`src/hw/bscBusPkg.sv`:
```
`default_nettype none

package bscBusPkg;

	typedef logic [31:0] addrT;	// CPU byte address
	typedef logic [26:0] extAddrT;	// External address pins
	typedef logic [31:0] dataT;
	typedef logic [3:0] byteEnT;	// Bit 3 is the lowest address byte
	typedef logic [1:0] areaT;	// Chip-select area, address bits 26..25

	typedef enum logic [1:0] {
		sizeNone,
		sizeByte,
		sizeWord,
		sizeLong
	} portSizeT;

	typedef enum logic [2:0] {
		stIdle,
		stT1,
		stTw,
		stT2,
		stRfs1,
		stRfs2
	} cycStateT;

	typedef struct packed {
		addrT addr;
		dataT wdata;
		byteEnT byteEn;
		logic we;
	} cpuReqT;

	typedef struct packed {
		extAddrT addr;
		dataT dout;	// Write data on the low lanes
		logic [3:0] csN;	// One per area
		logic bsN;
		logic rdN;
		logic rdWrN;
		byteEnT weN;
		logic rfs;
	} extBusT;

	localparam int refreshWaitCycles = 3;	// Length of rfs1

endpackage

`default_nettype wire

```
`src/hw/bscRegPkg.sv`:
```
`default_nettype none

package bscRegPkg;

	typedef logic [15:0] regWordT;

	// Port size and wait count per area
	typedef struct packed {
		bscBusPkg::portSizeT [3:0] areaSize;
		logic [3:0][1:0] waitCnt;
	} busCfgT;

	typedef struct packed {
		logic [2:0] clkSel;
		logic [7:0] compare;
		logic refreshEn;
	} timerCfgT;

	localparam regWordT regKey = 16'hA55A;	// Upper half of write data
	localparam bscBusPkg::addrT regBase = 32'hFFFFFFE0;

	localparam logic [4:0] offBcr2 = 5'h04;
	localparam logic [4:0] offWcr = 5'h08;
	localparam logic [4:0] offMcr = 5'h0C;
	localparam logic [4:0] offRtcsr = 5'h10;
	localparam logic [4:0] offRtcnt = 5'h14;
	localparam logic [4:0] offRtcor = 5'h18;

	localparam regWordT bcr2Wmask = 16'h00FC;	// A3SZ, A2SZ, A1SZ
	localparam regWordT bcr2Rmask = 16'h00FC;
	localparam regWordT bcr2Init = 16'h00FC;	// All areas long
	localparam regWordT wcrWmask = 16'h00FF;	// W3..W0
	localparam regWordT wcrRmask = 16'h00FF;
	localparam regWordT wcrInit = 16'h00FF;
	localparam regWordT mcrWmask = 16'h0004;	// RFSH
	localparam regWordT mcrRmask = 16'h0004;
	localparam regWordT mcrInit = 16'h0000;
	localparam regWordT rtcsrWmask = 16'h0038;	// CKS
	localparam regWordT rtcsrRmask = 16'h0038;
	localparam regWordT rtcsrInit = 16'h0000;
	localparam regWordT rtcntWmask = 16'h00FF;
	localparam regWordT rtcntRmask = 16'h00FF;
	localparam regWordT rtcntInit = 16'h0000;
	localparam regWordT rtcorWmask = 16'h00FF;
	localparam regWordT rtcorRmask = 16'h00FF;
	localparam regWordT rtcorInit = 16'h0000;

endpackage

`default_nettype wire

```
`src/hw/bscRegs.sv`:
```
`timescale 1ns/1ns
`default_nettype none

module bscRegs (
	input wire logic CLK,
	input wire logic RST_N,
	input wire logic regReq,
	input wire bscBusPkg::cpuReqT cpuReq,
	input wire bscBusPkg::portSizeT mdA0Size,
	input wire logic [7:0] cntValue,
	output bscRegPkg::busCfgT busCfg,
	output bscRegPkg::timerCfgT timerCfg,
	output logic cntWrite,
	output logic [7:0] cntWdata,
	output bscBusPkg::dataT regData,
	output logic regDone
);

	bscRegPkg::regWordT bcr2, wcr, mcr, rtcsr, rtcor;
	bscRegPkg::regWordT rdWord;
	logic [4:0] offset;
	logic keyOk;
	logic accept;
	logic wrEn;

	assign offset = {cpuReq.addr[4:2], 2'b00};
	assign keyOk = cpuReq.wdata[31:16] == bscRegPkg::regKey;
	assign accept = regReq && !regDone;	// One access per request
	assign wrEn = accept && cpuReq.we && keyOk;

	assign cntWrite = wrEn && offset == bscRegPkg::offRtcnt;
	assign cntWdata = cpuReq.wdata[7:0] & bscRegPkg::rtcntWmask[7:0];

	always_ff @(posedge CLK or negedge RST_N) begin
		if (!RST_N) begin
			bcr2 <= bscRegPkg::bcr2Init;
			wcr <= bscRegPkg::wcrInit;
			mcr <= bscRegPkg::mcrInit;
			rtcsr <= bscRegPkg::rtcsrInit;
			rtcor <= bscRegPkg::rtcorInit;
			regDone <= 1'b0;
		end else begin
			regDone <= accept;
			if (wrEn) begin
				case (offset)
					bscRegPkg::offBcr2: bcr2 <= cpuReq.wdata[15:0] & bscRegPkg::bcr2Wmask;
					bscRegPkg::offWcr: wcr <= cpuReq.wdata[15:0] & bscRegPkg::wcrWmask;
					bscRegPkg::offMcr: mcr <= cpuReq.wdata[15:0] & bscRegPkg::mcrWmask;
					bscRegPkg::offRtcsr: rtcsr <= cpuReq.wdata[15:0] & bscRegPkg::rtcsrWmask;
					bscRegPkg::offRtcor: rtcor <= cpuReq.wdata[15:0] & bscRegPkg::rtcorWmask;
					default: ;	// RTCNT lives in the timer
				endcase
			end
		end
	end

	always_comb begin
		case (offset)
			bscRegPkg::offBcr2: rdWord = bcr2 & bscRegPkg::bcr2Rmask;
			bscRegPkg::offWcr: rdWord = wcr & bscRegPkg::wcrRmask;
			bscRegPkg::offMcr: rdWord = mcr & bscRegPkg::mcrRmask;
			bscRegPkg::offRtcsr: rdWord = rtcsr & bscRegPkg::rtcsrRmask;
			bscRegPkg::offRtcnt: rdWord = {8'h00, cntValue} & bscRegPkg::rtcntRmask;
			bscRegPkg::offRtcor: rdWord = rtcor & bscRegPkg::rtcorRmask;
			default: rdWord = '0;
		endcase
	end

	always_ff @(posedge CLK) begin
		if (accept) regData <= {16'h0000, rdWord};
	end

	always_comb begin
		busCfg.areaSize[0] = mdA0Size;	// Area 0 from mode pins
		busCfg.areaSize[1] = bscBusPkg::portSizeT'(bcr2[3:2]);
		busCfg.areaSize[2] = bscBusPkg::portSizeT'(bcr2[5:4]);
		busCfg.areaSize[3] = bscBusPkg::portSizeT'(bcr2[7:6]);
		for (int i = 0; i < 4; i++) begin
			busCfg.waitCnt[i] = wcr[2*i +: 2];
		end
		timerCfg.clkSel = rtcsr[5:3];
		timerCfg.compare = rtcor[7:0];
		timerCfg.refreshEn = mcr[2];
	end

endmodule

`default_nettype wire

```
`src/hw/bscRefreshTimer.sv`:
```
`timescale 1ns/1ns
`default_nettype none

module bscRefreshTimer (
	input wire logic CLK,
	input wire logic RST_N,
	input wire bscRegPkg::timerCfgT timerCfg,
	input wire logic cntWrite,
	input wire logic [7:0] cntWdata,
	input wire logic refAck,
	output logic [7:0] cntValue,
	output logic refReq
);

	logic [11:0] prescaler;
	logic [7:0] cntNext;
	logic tick;

	always_ff @(posedge CLK or negedge RST_N) begin
		if (!RST_N) prescaler <= '0;
		else prescaler <= prescaler + 12'd1;
	end

	// Divided tick from the free-running prescaler
	always_comb begin
		case (timerCfg.clkSel)
			3'd1: tick = &prescaler[1:0];
			3'd2: tick = &prescaler[3:0];
			3'd3: tick = &prescaler[5:0];
			3'd4: tick = &prescaler[7:0];
			3'd5: tick = &prescaler[9:0];
			3'd6: tick = &prescaler[10:0];
			3'd7: tick = &prescaler[11:0];
			default: tick = 1'b0;	// Count stopped
		endcase
	end

	assign cntNext = cntValue + 8'd1;

	always_ff @(posedge CLK or negedge RST_N) begin
		if (!RST_N) begin
			cntValue <= bscRegPkg::rtcntInit[7:0];
			refReq <= 1'b0;
		end else begin
			if (refAck) refReq <= 1'b0;
			if (cntWrite) begin
				cntValue <= cntWdata;
			end else if (tick) begin
				if (cntNext == timerCfg.compare) begin
					cntValue <= '0;
					if (timerCfg.refreshEn) refReq <= 1'b1;	// Wins over a same-cycle ack
				end else begin
					cntValue <= cntNext;
				end
			end
		end
	end

endmodule

`default_nettype wire

```
`src/hw/bscCycleCtrl.sv`:
```
`timescale 1ns/1ns
`default_nettype none

module bscCycleCtrl (
	input wire logic CLK,
	input wire logic RST_N,
	input wire logic extReq,
	input wire bscBusPkg::cpuReqT cpuReq,
	input wire bscRegPkg::busCfgT busCfg,
	input wire bscBusPkg::dataT din,
	input wire logic waitN,
	input wire logic refReq,
	output bscBusPkg::extBusT extBus,
	output logic refAck,
	output bscBusPkg::dataT extData,
	output logic extDone
);

	bscBusPkg::cycStateT state;
	logic [1:0] cycLeft;	// External cycles after the current one
	logic [1:0] waitLeft;
	logic [1:0] rfsCnt;

	bscBusPkg::extAddrT curAddr;
	bscBusPkg::dataT wbuf;
	bscBusPkg::byteEnT byteEn;
	bscBusPkg::areaT area;
	bscBusPkg::portSizeT size;
	logic we;
	logic [1:0] waits;

	bscBusPkg::areaT reqArea;
	bscBusPkg::portSizeT reqSize;
	logic [2:0] nBytes;
	logic [2:0] reqCycles;
	logic startAcc;
	logic busActive;
	logic [1:0] byteIdx;
	logic [2:0] step;
	bscBusPkg::dataT laneData;
	bscBusPkg::byteEnT laneWe;

	assign reqArea = cpuReq.addr[26:25];
	assign reqSize = busCfg.areaSize[reqArea];
	assign nBytes = {2'b00, cpuReq.byteEn[0]} + {2'b00, cpuReq.byteEn[1]} +
		{2'b00, cpuReq.byteEn[2]} + {2'b00, cpuReq.byteEn[3]};

	always_comb begin
		case (reqSize)
			bscBusPkg::sizeByte: reqCycles = nBytes;
			bscBusPkg::sizeWord: reqCycles = {1'b0, nBytes[2:1]};
			default: reqCycles = 3'd1;
		endcase
		if (reqCycles == 3'd0) reqCycles = 3'd1;	// Narrow access on a wider port
	end

	// Refresh goes first when both are pending
	assign startAcc = state == bscBusPkg::stIdle && !refReq && extReq && !extDone;

	always_ff @(posedge CLK or negedge RST_N) begin
		if (!RST_N) begin
			state <= bscBusPkg::stIdle;
			cycLeft <= '0;
			waitLeft <= '0;
			rfsCnt <= '0;
			refAck <= 1'b0;
			extDone <= 1'b0;
		end else begin
			refAck <= 1'b0;
			extDone <= 1'b0;
			case (state)
				bscBusPkg::stIdle: begin
					if (refReq) begin
						rfsCnt <= 2'(bscBusPkg::refreshWaitCycles - 1);
						refAck <= 1'b1;
						state <= bscBusPkg::stRfs1;
					end else if (startAcc) begin
						cycLeft <= 2'(reqCycles - 3'd1);
						state <= bscBusPkg::stT1;
					end
				end
				bscBusPkg::stT1: begin
					waitLeft <= (waits == 2'd0) ? 2'd0 : waits - 2'd1;
					if (waits == 2'd0 && waitN) state <= bscBusPkg::stT2;
					else state <= bscBusPkg::stTw;
				end
				bscBusPkg::stTw: begin
					if (waitLeft != 2'd0) waitLeft <= waitLeft - 2'd1;
					else if (waitN) state <= bscBusPkg::stT2;
				end
				bscBusPkg::stT2: begin
					if (cycLeft != 2'd0) begin
						cycLeft <= cycLeft - 2'd1;
						state <= bscBusPkg::stT1;
					end else begin
						extDone <= 1'b1;
						state <= bscBusPkg::stIdle;
					end
				end
				bscBusPkg::stRfs1: begin
					if (rfsCnt != 2'd0) rfsCnt <= rfsCnt - 2'd1;
					else state <= bscBusPkg::stRfs2;
				end
				default: state <= bscBusPkg::stIdle;	// rfs2
			endcase
		end
	end

	assign byteIdx = ~curAddr[1:0];	// Big-endian lane of the current byte

	always_comb begin
		case (size)
			bscBusPkg::sizeByte: step = 3'd1;
			bscBusPkg::sizeWord: step = 3'd2;
			default: step = 3'd4;
		endcase
	end

	// Request latch, address walk and read assembly
	always_ff @(posedge CLK) begin
		if (startAcc) begin
			curAddr <= cpuReq.addr[26:0];
			wbuf <= cpuReq.wdata;
			byteEn <= cpuReq.byteEn;
			we <= cpuReq.we;
			area <= reqArea;
			size <= reqSize;
			waits <= busCfg.waitCnt[reqArea];
		end else if (state == bscBusPkg::stT2 && cycLeft != 2'd0) begin
			curAddr <= curAddr + bscBusPkg::extAddrT'(step);
		end
		if (state == bscBusPkg::stT2 && !we) begin
			case (size)
				bscBusPkg::sizeByte: extData[8*byteIdx +: 8] <= din[7:0];
				bscBusPkg::sizeWord: begin
					if (curAddr[1]) extData[15:0] <= din[15:0];
					else extData[31:16] <= din[15:0];
				end
				default: extData <= din;
			endcase
		end
	end

	always_comb begin
		laneData = '0;
		laneWe = '0;
		case (size)
			bscBusPkg::sizeByte: begin
				laneData[7:0] = wbuf[8*byteIdx +: 8];
				laneWe[0] = byteEn[byteIdx];
			end
			bscBusPkg::sizeWord: begin
				laneData[15:0] = curAddr[1] ? wbuf[15:0] : wbuf[31:16];
				laneWe[1:0] = curAddr[1] ? byteEn[1:0] : byteEn[3:2];
			end
			default: begin
				laneData = wbuf;
				laneWe = byteEn;
			end
		endcase
	end

	assign busActive = state == bscBusPkg::stT1 || state == bscBusPkg::stTw ||
		state == bscBusPkg::stT2;

	always_comb begin
		extBus.addr = curAddr;
		extBus.dout = laneData;
		extBus.csN = busActive ? ~(4'b0001 << area) : 4'b1111;	// All high in refresh
		extBus.bsN = state != bscBusPkg::stT1;
		extBus.rdN = !(busActive && !we);
		extBus.rdWrN = !(busActive && we);
		extBus.weN = (busActive && we) ? ~laneWe : 4'b1111;
		extBus.rfs = state == bscBusPkg::stRfs1;
	end

endmodule

`default_nettype wire

```
`src/hw/bscTop.sv`:
```
`timescale 1ns/1ns
`default_nettype none

module bscTop (
	input wire logic CLK,
	input wire logic RST_N,
	input wire logic req,
	input wire bscBusPkg::cpuReqT cpuReq,
	input wire bscBusPkg::portSizeT mdA0Size,
	input wire bscBusPkg::dataT din,
	input wire logic waitN,
	output bscBusPkg::extBusT extBus,
	output bscBusPkg::dataT rdata,
	output logic busy
);

	bscRegPkg::busCfgT busCfg;
	bscRegPkg::timerCfgT timerCfg;
	logic [7:0] cntValue;
	logic [7:0] cntWdata;
	logic cntWrite;
	logic refReq;
	logic refAck;
	bscBusPkg::dataT regData;
	bscBusPkg::dataT extData;
	logic regDone;
	logic extDone;
	logic isReg;
	logic regReq;
	logic extReq;

	assign isReg = cpuReq.addr >= bscRegPkg::regBase;	// Register block on top
	assign regReq = req && isReg;
	assign extReq = req && !isReg;

	bscRegs i_regs (
		.CLK(CLK),
		.RST_N(RST_N),
		.regReq(regReq),
		.cpuReq(cpuReq),
		.mdA0Size(mdA0Size),
		.cntValue(cntValue),
		.busCfg(busCfg),
		.timerCfg(timerCfg),
		.cntWrite(cntWrite),
		.cntWdata(cntWdata),
		.regData(regData),
		.regDone(regDone)
	);

	bscRefreshTimer i_timer (
		.CLK(CLK),
		.RST_N(RST_N),
		.timerCfg(timerCfg),
		.cntWrite(cntWrite),
		.cntWdata(cntWdata),
		.refAck(refAck),
		.cntValue(cntValue),
		.refReq(refReq)
	);

	bscCycleCtrl i_cycle (
		.CLK(CLK),
		.RST_N(RST_N),
		.extReq(extReq),
		.cpuReq(cpuReq),
		.busCfg(busCfg),
		.din(din),
		.waitN(waitN),
		.refReq(refReq),
		.extBus(extBus),
		.refAck(refAck),
		.extData(extData),
		.extDone(extDone)
	);

	assign rdata = regDone ? regData : extData;
	assign busy = req && !(regDone || extDone);	// Low in the completing cycle

endmodule

`default_nettype wire

```
`config.mk`:
```
export PLATFORM = sky130hd
export DESIGN_NAME = bscTop
export DESIGN_NICKNAME = d
export VERILOG_FILES = /design/src/hw/bscBusPkg.sv /design/src/hw/bscRegPkg.sv /design/src/hw/bscRegs.sv /design/src/hw/bscRefreshTimer.sv /design/src/hw/bscCycleCtrl.sv /design/src/hw/bscTop.sv
export SDC_FILE = /design/constraint.sdc
export NUM_CORES = 1
export LEC_CHECK = 0
export ABC_AREA = 1
export BUFFER_PORTS_ARGS = -buffer_cell sky130_fd_sc_hd__buf_2
export CAP_MARGIN = 10
export CELL_PAD_IN_SITES_DETAIL_PLACEMENT = 0
export CELL_PAD_IN_SITES_GLOBAL_PLACEMENT = 1
export CORE_MARGIN = 1
export CORE_UTILIZATION = 43
export CTS_BUF_LIST = sky130_fd_sc_hd__clkbuf_8
export CTS_CLUSTER_SIZE = 14
export DETAILED_ROUTE_END_ITERATION = 8
export HOLD_SLACK_MARGIN = 0.08
export PLACE_DENSITY_LB_ADDON = 0.1
export RECOVER_POWER = 50
export SLEW_MARGIN = 30
export SYNTH_ARGS = -nofsm -noshare
export SYNTH_HDL_FRONTEND = slang
export SYNTH_HIERARCHICAL = 1
export SYNTH_SLANG_ARGS = --single-unit
```
`constraint.sdc`:
```
create_clock -name CLK -period 3.08 [get_ports CLK]
set_input_delay 0.616 -clock CLK [delete_from_list [all_inputs] [get_ports CLK]]
set_output_delay 0.616 -clock CLK [all_outputs]
set_load 0.01 [all_outputs]
```
# [Word-level counts from Yosys, hierarchy flattened]
# Cells that the tools add are included.
[classes] addsub=12 mul=0 div_mod_pow=0 n_lt_le_gt_ge=3 n_eq_ne=36 shift=4 muxes=58 bitwise=3 reduce_logical=56
[op_table] operator="$mux 16" count=4
[op_table] operator="$pmux 32 s2" count=1
[op_table] operator="$mux 27" count=2
[op_table] operator="$pmux 8 s6" count=1
[op_table] operator="$neg 5->34" count=1
[op_table] operator="$shift 8x34->32 const A" count=1
[op_table] operator="$shiftx 8x34->32" count=1
[op_table] operator="$bwmux 32" count=1
[op_table] operator="$ge 32x32->1 const B" count=1
[op_table] operator="$mux 32" count=1
[op_table] operator="$pmux 8 s2" count=2
[op_table] operator="$shiftx 32x6->8" count=1
[op_table] operator="$add 27x3->27" count=1
[op_table] operator="$eq 3x3->1 const B" count=8
[op_table] operator="$mux 2" count=12
[op_table] operator="$mux 8" count=3
[op_table] operator="$eq 3x2->1 const B" count=6
[op_table] operator="$reduce_and 2->1" count=9
[op_table] operator="$eq 16x16->1 const B" count=1
[op_table] operator="$reduce_bool 2->1" count=8
[op_table] operator="$logic_and 1x1->1" count=15
[op_table] operator="$mux 3" count=5
[op_table] operator="$pmux 3 s5" count=1
[op_table] operator="$add 12x1->12 const B" count=1
[op_table] operator="36 further kinds" count=85
[word_totals] register_bits=177 latchBits=0 ram_bits=0 mem_bits_ro=0 in_bits=107 output_inout_bits=104 word_cells=197 memories=0

# [Depth between registers and ports, before layout]
[logic_depth] ltp_word=10 mapped_depth=21 mapped_depth_nobuf=17

# [By module]
# The synthesis kept the hierarchy.
[modules_own_cells] mod="bscCycleCtrl" instances=1 cells_each=823 area_per_inst_um2=6759.0 seq_area_each_um2=3338.2
[modules_own_cells] mod="bscRegs" instances=1 cells_each=261 area_per_inst_um2=2092.0 seq_area_each_um2=933.4
[modules_own_cells] mod="bscRefreshTimer" instances=1 cells_each=204 area_per_inst_um2=1456.4 seq_area_each_um2=525.5
[modules_own_cells] mod="bscTop" instances=1 cells_each=65 area_per_inst_um2=653.1 seq_area_each_um2=0.0

# [Worst setup path after synthesis]
# No wires, ideal clock.
[synth_path] path_type="input-to-reg" startpoint="input cpuReq[60] in the netlist's numbering" endpoint="register i_timer.cntValue[0]" setup_time_ns=0.124 arrival_ns=2.729 required_time_ns=2.956 path_slack_ns=0.227 stages=21 n_path_buf=4 path_cell_list="nand2_1 nor2_1 nand2_1 nor2_1 nand2_1 nor2_1 inv_2 nor2_4 nand3_2 nor2_4 buf_6 buf_4 nand2_1 nor2_1 clkbuf_1 inv_1 clkbuf_1 nand2_1 a21oi_1 nand2_1 nand2_1"
[synth_via] elab_chain_cells=7 word_cells_on_any_way=8 cone_classes="1 x order compare; 1 x mux; 6 x reduce/logical"
[synth_rtl] element="start: declaration" line="bscTop.sv:8" rtl="input wire bscBusPkg::cpuReqT cpuReq,"
[synth_rtl] element="$ge 32x32->1 (*)" line="bscTop.sv:32" rtl="assign isReg = cpuReq.addr >= bscRegPkg::regBase;"
[synth_rtl] element="$logic_and 1x1->1 (*)" line="bscTop.sv:33" rtl="assign regReq = req && isReg;"
[synth_rtl] element="via regReq" line="bscTop.sv:29" rtl="logic regReq;"
[synth_rtl] element="$logic_and 1x1->1 (*)" line="bscRegs.sv:28" rtl="assign accept = regReq && !regDone;"
[synth_rtl] element="via i_regs.accept" line="bscRegs.sv:23" rtl="logic accept;"
[synth_rtl] element="$logic_and 1x1->1 (*) (2 in a row)" line="bscRegs.sv:29" rtl="assign wrEn = accept && cpuReq.we && keyOk;"
[synth_rtl] element="$logic_and 1x1->1 (*)" line="bscRegs.sv:31" rtl="assign cntWrite = wrEn && offset == bscRegPkg::offRtcnt;"
[synth_rtl] element="via cntWrite" line="bscTop.sv:21" rtl="logic cntWrite;"
[synth_rtl] element="$mux 8 / $reduce_bool 2->1 (equally long branches)"
[synth_rtl] element="end signal: assignment" line="bscRefreshTimer.sv:42" rtl="cntValue <= bscRegPkg::rtcntInit[7:0];"
[synth_rtl] element="end signal: assignment" line="bscRefreshTimer.sv:47" rtl="cntValue <= cntWdata;"
[synth_rtl] element="end signal: assignment" line="bscRefreshTimer.sv:53" rtl="cntValue <= cntNext;"
[synth_rtl] element="end: declaration" line="bscRefreshTimer.sv:11" rtl="output logic [7:0] cntValue,"
# Mark *: on every way through the listed nets, which the timed path passes. The rest lies on a longest branch.
# A chain may end at the register's enable or synchronous reset.

==> flow_summary_export.csv <==
group,metric,value,unit
outcome,status,"finished with violations",
outcome,violations,"capacitance limit, slew limit",
setup_path,critical_path.slowest_cell,"ha_1",
route,drt_iter0_drc,578,
logic_synthesis,ys_types,51,
setup_path,crit_buf_inv,4,
cts,path_clk_slew,100,ps
setup_path,path_delay_family,"buffers and inverters",
setup_path,endpoint,"extBus[25]",
finish,fillers,2640,
logic_synthesis,synth_warnings,6,
cts,clk_latency,470,ps
cts,cts_tree,"yes",
cts,cts_sinks,169,
route,firstDrtPassIters,6,
power_and_ir_drop,p_seq_share,40.4,%
setup_path,crit_path_max_fanout,10,
floorplanning,start_util,43.7,%
floorplanning,die_w,162,um
power_and_ir_drop,internal_power,4.81,mW
power_and_ir_drop,power.density,660,mW/mm2
route,remaining_drc_errors,0,
logic_synthesis,syn_area,0.0110,mm2
worst_hold_path,hold_class,"primary input to flip-flop",
finish,fin_util,49.7,%
finish,multiInputGateArea,0.00504,mm2
placed_design,dp_hpwl,24000,um
sta,fin_worst_skew,15.4,ps
global_routing,antenna_found_initial,1,
power_and_ir_drop,pwr-share-clk,19.9,%
global_routing,grt_max_degree,78,
sta,fin_crit,2940,ps
logic_synthesis,yosys_register_bits,169,
finish,nNetsFinal,1687,
setup_path,cp.depth,7,
placed_design,place_inst,1866,
setup_path,r2r_start,"i_cycle/state[1]",
setup_path,worstSetupPathType,"flip-flop to output pin",
flow_run,max_cap_violations,1,
global_routing,grt_pass1_wl,48500,um
setup_path,cpPeakStageDelay,410,ps
floorplanning,core-area,0.0251,mm2
logic_synthesis,ys_seq_area_share,43.8,%
route,wl_per_cell,16.5,um
setup_path,crit_path_cell_trace,"inv_1 -> ha_1 -> inv_1 -> buf_4 -> nand2_2 -> o22ai_1 -> buf_2",
cts,root_buffer,"clkbuf_8",
logic_synthesis,synth_edf_count,110,
sta,rsz0062_at_grt,"yes",
power_and_ir_drop,p_sw_share,41.6,%
logic_synthesis,avgSynthCellArea,8.10,um2
placed_design,gp_congestion,0.854,
global_routing,track_usage,24.2,%
setup_path,reg2reg_slack,600,ps
setup_path,cp-end-kind,"output pin",
power_and_ir_drop,p_comb_share,39.6,%
floorplanning,die-area,0.0261,mm2
sta,worst_slew_pin_slew,1870,ps
sta,relSlewSlack,-24.4,%
setup_path,critPathLaunch,"i_cycle/size[0]",
placed_design,port-buffer-count,210,
setup_path,timing.rr.end,"i_cycle/curAddr[4]",
floorplanning,die_h,162,um
sta,fin_crit_sh,95.4,%
power_and_ir_drop,ir_drop,334,uV
setup_path,reg2reg_depth,7,
cts,cts_buffers,17,
setup_path,crit_path_frequent_cell,"inv_1",
cts,cts_max_level,4,
route,ant_nets,0,
finish,ff_latch_area,0.00480,mm2
global_routing,globalRouteOverflowTotal,0,
logic_synthesis,ys.flop_type,"edfxtp_1",
setup_path,cp-start-kind,"flip-flop",
logic_synthesis,async_flop_share,34.9,%
sta,setup_viol,0,
floorplanning,io_pins,211,
finish,final_cells,1901,
cts,cts.hold.buffers_added,0,
logic_synthesis,synthCells,1353,
sta,max_clock_freq,0.340,GHz
finish,layout-drive-gt1-share,19.6,%
finish,final_common_cell,"nand2_1",
route,num_vias,9507,
power_and_ir_drop,p_switching,3.42,mW
route,wl,31400,um
cts,cts_buffer_depth,2,
sta,hold_viol,0,
sta,fin_setup_tns,0,ps
setup_path,cp.arrival,2320,ps
finish,final_cell_mix,"nand2_1 (432), buf_2 (160), inv_1 (157)",
finish,area_growth,13.9,%
floorplanning,rows,58,
route,via_per_inst,5.00,
sta,final_max_slew_viol_count,34,
power_and_ir_drop,p_leak,5.82,nW
global_routing,grt_pass1_vias,9119,
setup_path,required,2460,ps
## worst register-to-register path, cell delays in order, from the launching register on
cell and delay [ps]:
dfrtp_1 430, nor2_1 210, nand2_1 100, nor2_1 240, nand2_2 90, clkinvlp_2 90
clkbuf_4 780, o21ai_0 250
## sequential cells by signal (all words and copies together) (netlist names), 2 cells and up
register and flops:
i_timer/prescaler 12, i_cycle/wbuf 32, i_cycle/extData 32, i_cycle/rfsCnt 2, i_cycle/curAddr 27, i_cycle/state 3
i_regs/rtcor 8, i_cycle/waitLeft 2, i_cycle/cycLeft 2, i_regs/wcr 8, i_cycle/size 2, i_regs/bcr2 6
i_cycle/byteEn 4, i_cycle/waits 2, i_cycle/area 2, i_regs/regData 8, i_regs/rtcsr 3, i_timer/cntValue 8
## kinds of logic after synthesis
group,after synthesis,share of synthesized area [%]
DFF,169,43.8
buffers and inverters,242,10.8
adders and majority gates,23,2.76
muxes,34,4.46
other,1,0.0342
xor gates and xnor gates,21,1.82
AOI/OAI and AO/OA,144,7.87
and+or+nand+nor,719,28.5
## per-layer routing
metal	global-route usage (%)	routed length, um
met1	31.8	14200
met4	6.48	643
met3	3.52	1160
met2	41.5	15400
met5	0	0
## repair_timing
| action | in CTS | in global routing |
|---|---|---|
| cloned | 0 | 1 |
| setup buffers | 0 | 1 |
| setup endpoints to repair | 2 | 11 |
| resized for setup | 1 | 3 |
## final cells by class
cell class / instances / share of cell area, %
clock inverters: 15 / 1.36
clock buffers: 17 / 1.87
multi-input cells: 965 / 40.4
repair buffers: 234 / 9.38
inverters: 169 / 5.12
flip-flops and latches: 169 / 38.4
diodes: 1 / 0.0201
repair inverters: 1 / 0.0602
well taps: 330 / 3.31
## worst min-delay path by stage
stage | cells after the start | to | from | slack, ps
2_1_floorplan | 0 | i_cycle/cycLeft[0] | RST_N | 320
3_3_place_gp | 1 | i_timer/prescaler[0] | i_timer/prescaler[0] | 440
3_5_place_dp | 1 | i_timer/prescaler[0] | i_timer/prescaler[0] | 440
4_1_cts | 1 | i_timer/prescaler[5] | RST_N | 200
5_1_grt | 1 | i_cycle/wbuf[9] | cpuReq[14] | 280
6_report | 1 | i_cycle/wbuf[9] | cpuReq[14] | 320
## cell usage after synthesis (7+ instances only)
library cell / number / share of area, %
o21ai_2: 9 / 0.72
nor3_1: 11 / 0.50
clkbuf_1: 8 / 0.27
xnor2_1: 11 / 0.88
nor2_2: 11 / 0.63
dfrtp_1: 45 / 10
inv_1: 156 / 5.3
nand2_1: 433 / 15
dfstp_2: 14 / 3.4
xor2_1: 9 / 0.72
o211ai_1: 14 / 0.96
o21ai_0: 38 / 1.7
o21ai_1: 7 / 0.32
nand3b_1: 9 / 0.62
o22ai_1: 24 / 1.4
ha_1: 21 / 2.4
inv_2: 12 / 0.41
nor2_1: 104 / 3.6
a21oi_1: 39 / 1.8
nand4_1: 43 / 2.5
buf_6: 9 / 0.92
nand3_1: 83 / 3.8
mux2_4: 29 / 4.0
edfxtp_1: 110 / 30
buf_4: 37 / 2.5
buf_2: 14 / 0.64
## metrics by stage
| step | hold slack (ps) | total power, mW | worst slack, ps | area [um2] |
|---|---|---|---|---|
| after floorplan | 320 | 5.46 | 227 | 11000 |
| after global placement | 438 | 6.66 | 388 | 12200 |
| after detailed placement | 444 | 6.69 | 357 | 12200 |
| after CTS | 205 | 8.35 | 9.65 | 12600 |
| after global routing | 281 | 8.81 | -10.0 | 12500 |
| final | 322 | 8.24 | 141 | 12500 |
## power by group through the flow
stage	clock network, mW	logic [mW]	registers, mW
3_3_place_gp	0	3.30	3.36
4_1_cts	1.70	3.33	3.32
3_5_place_dp	0	3.32	3.37
2_1_floorplan	0	2.11	3.35
5_1_grt	1.77	3.65	3.39
6_report	1.64	3.26	3.33
No activity file was read; power rests on OpenSTA's default activity.
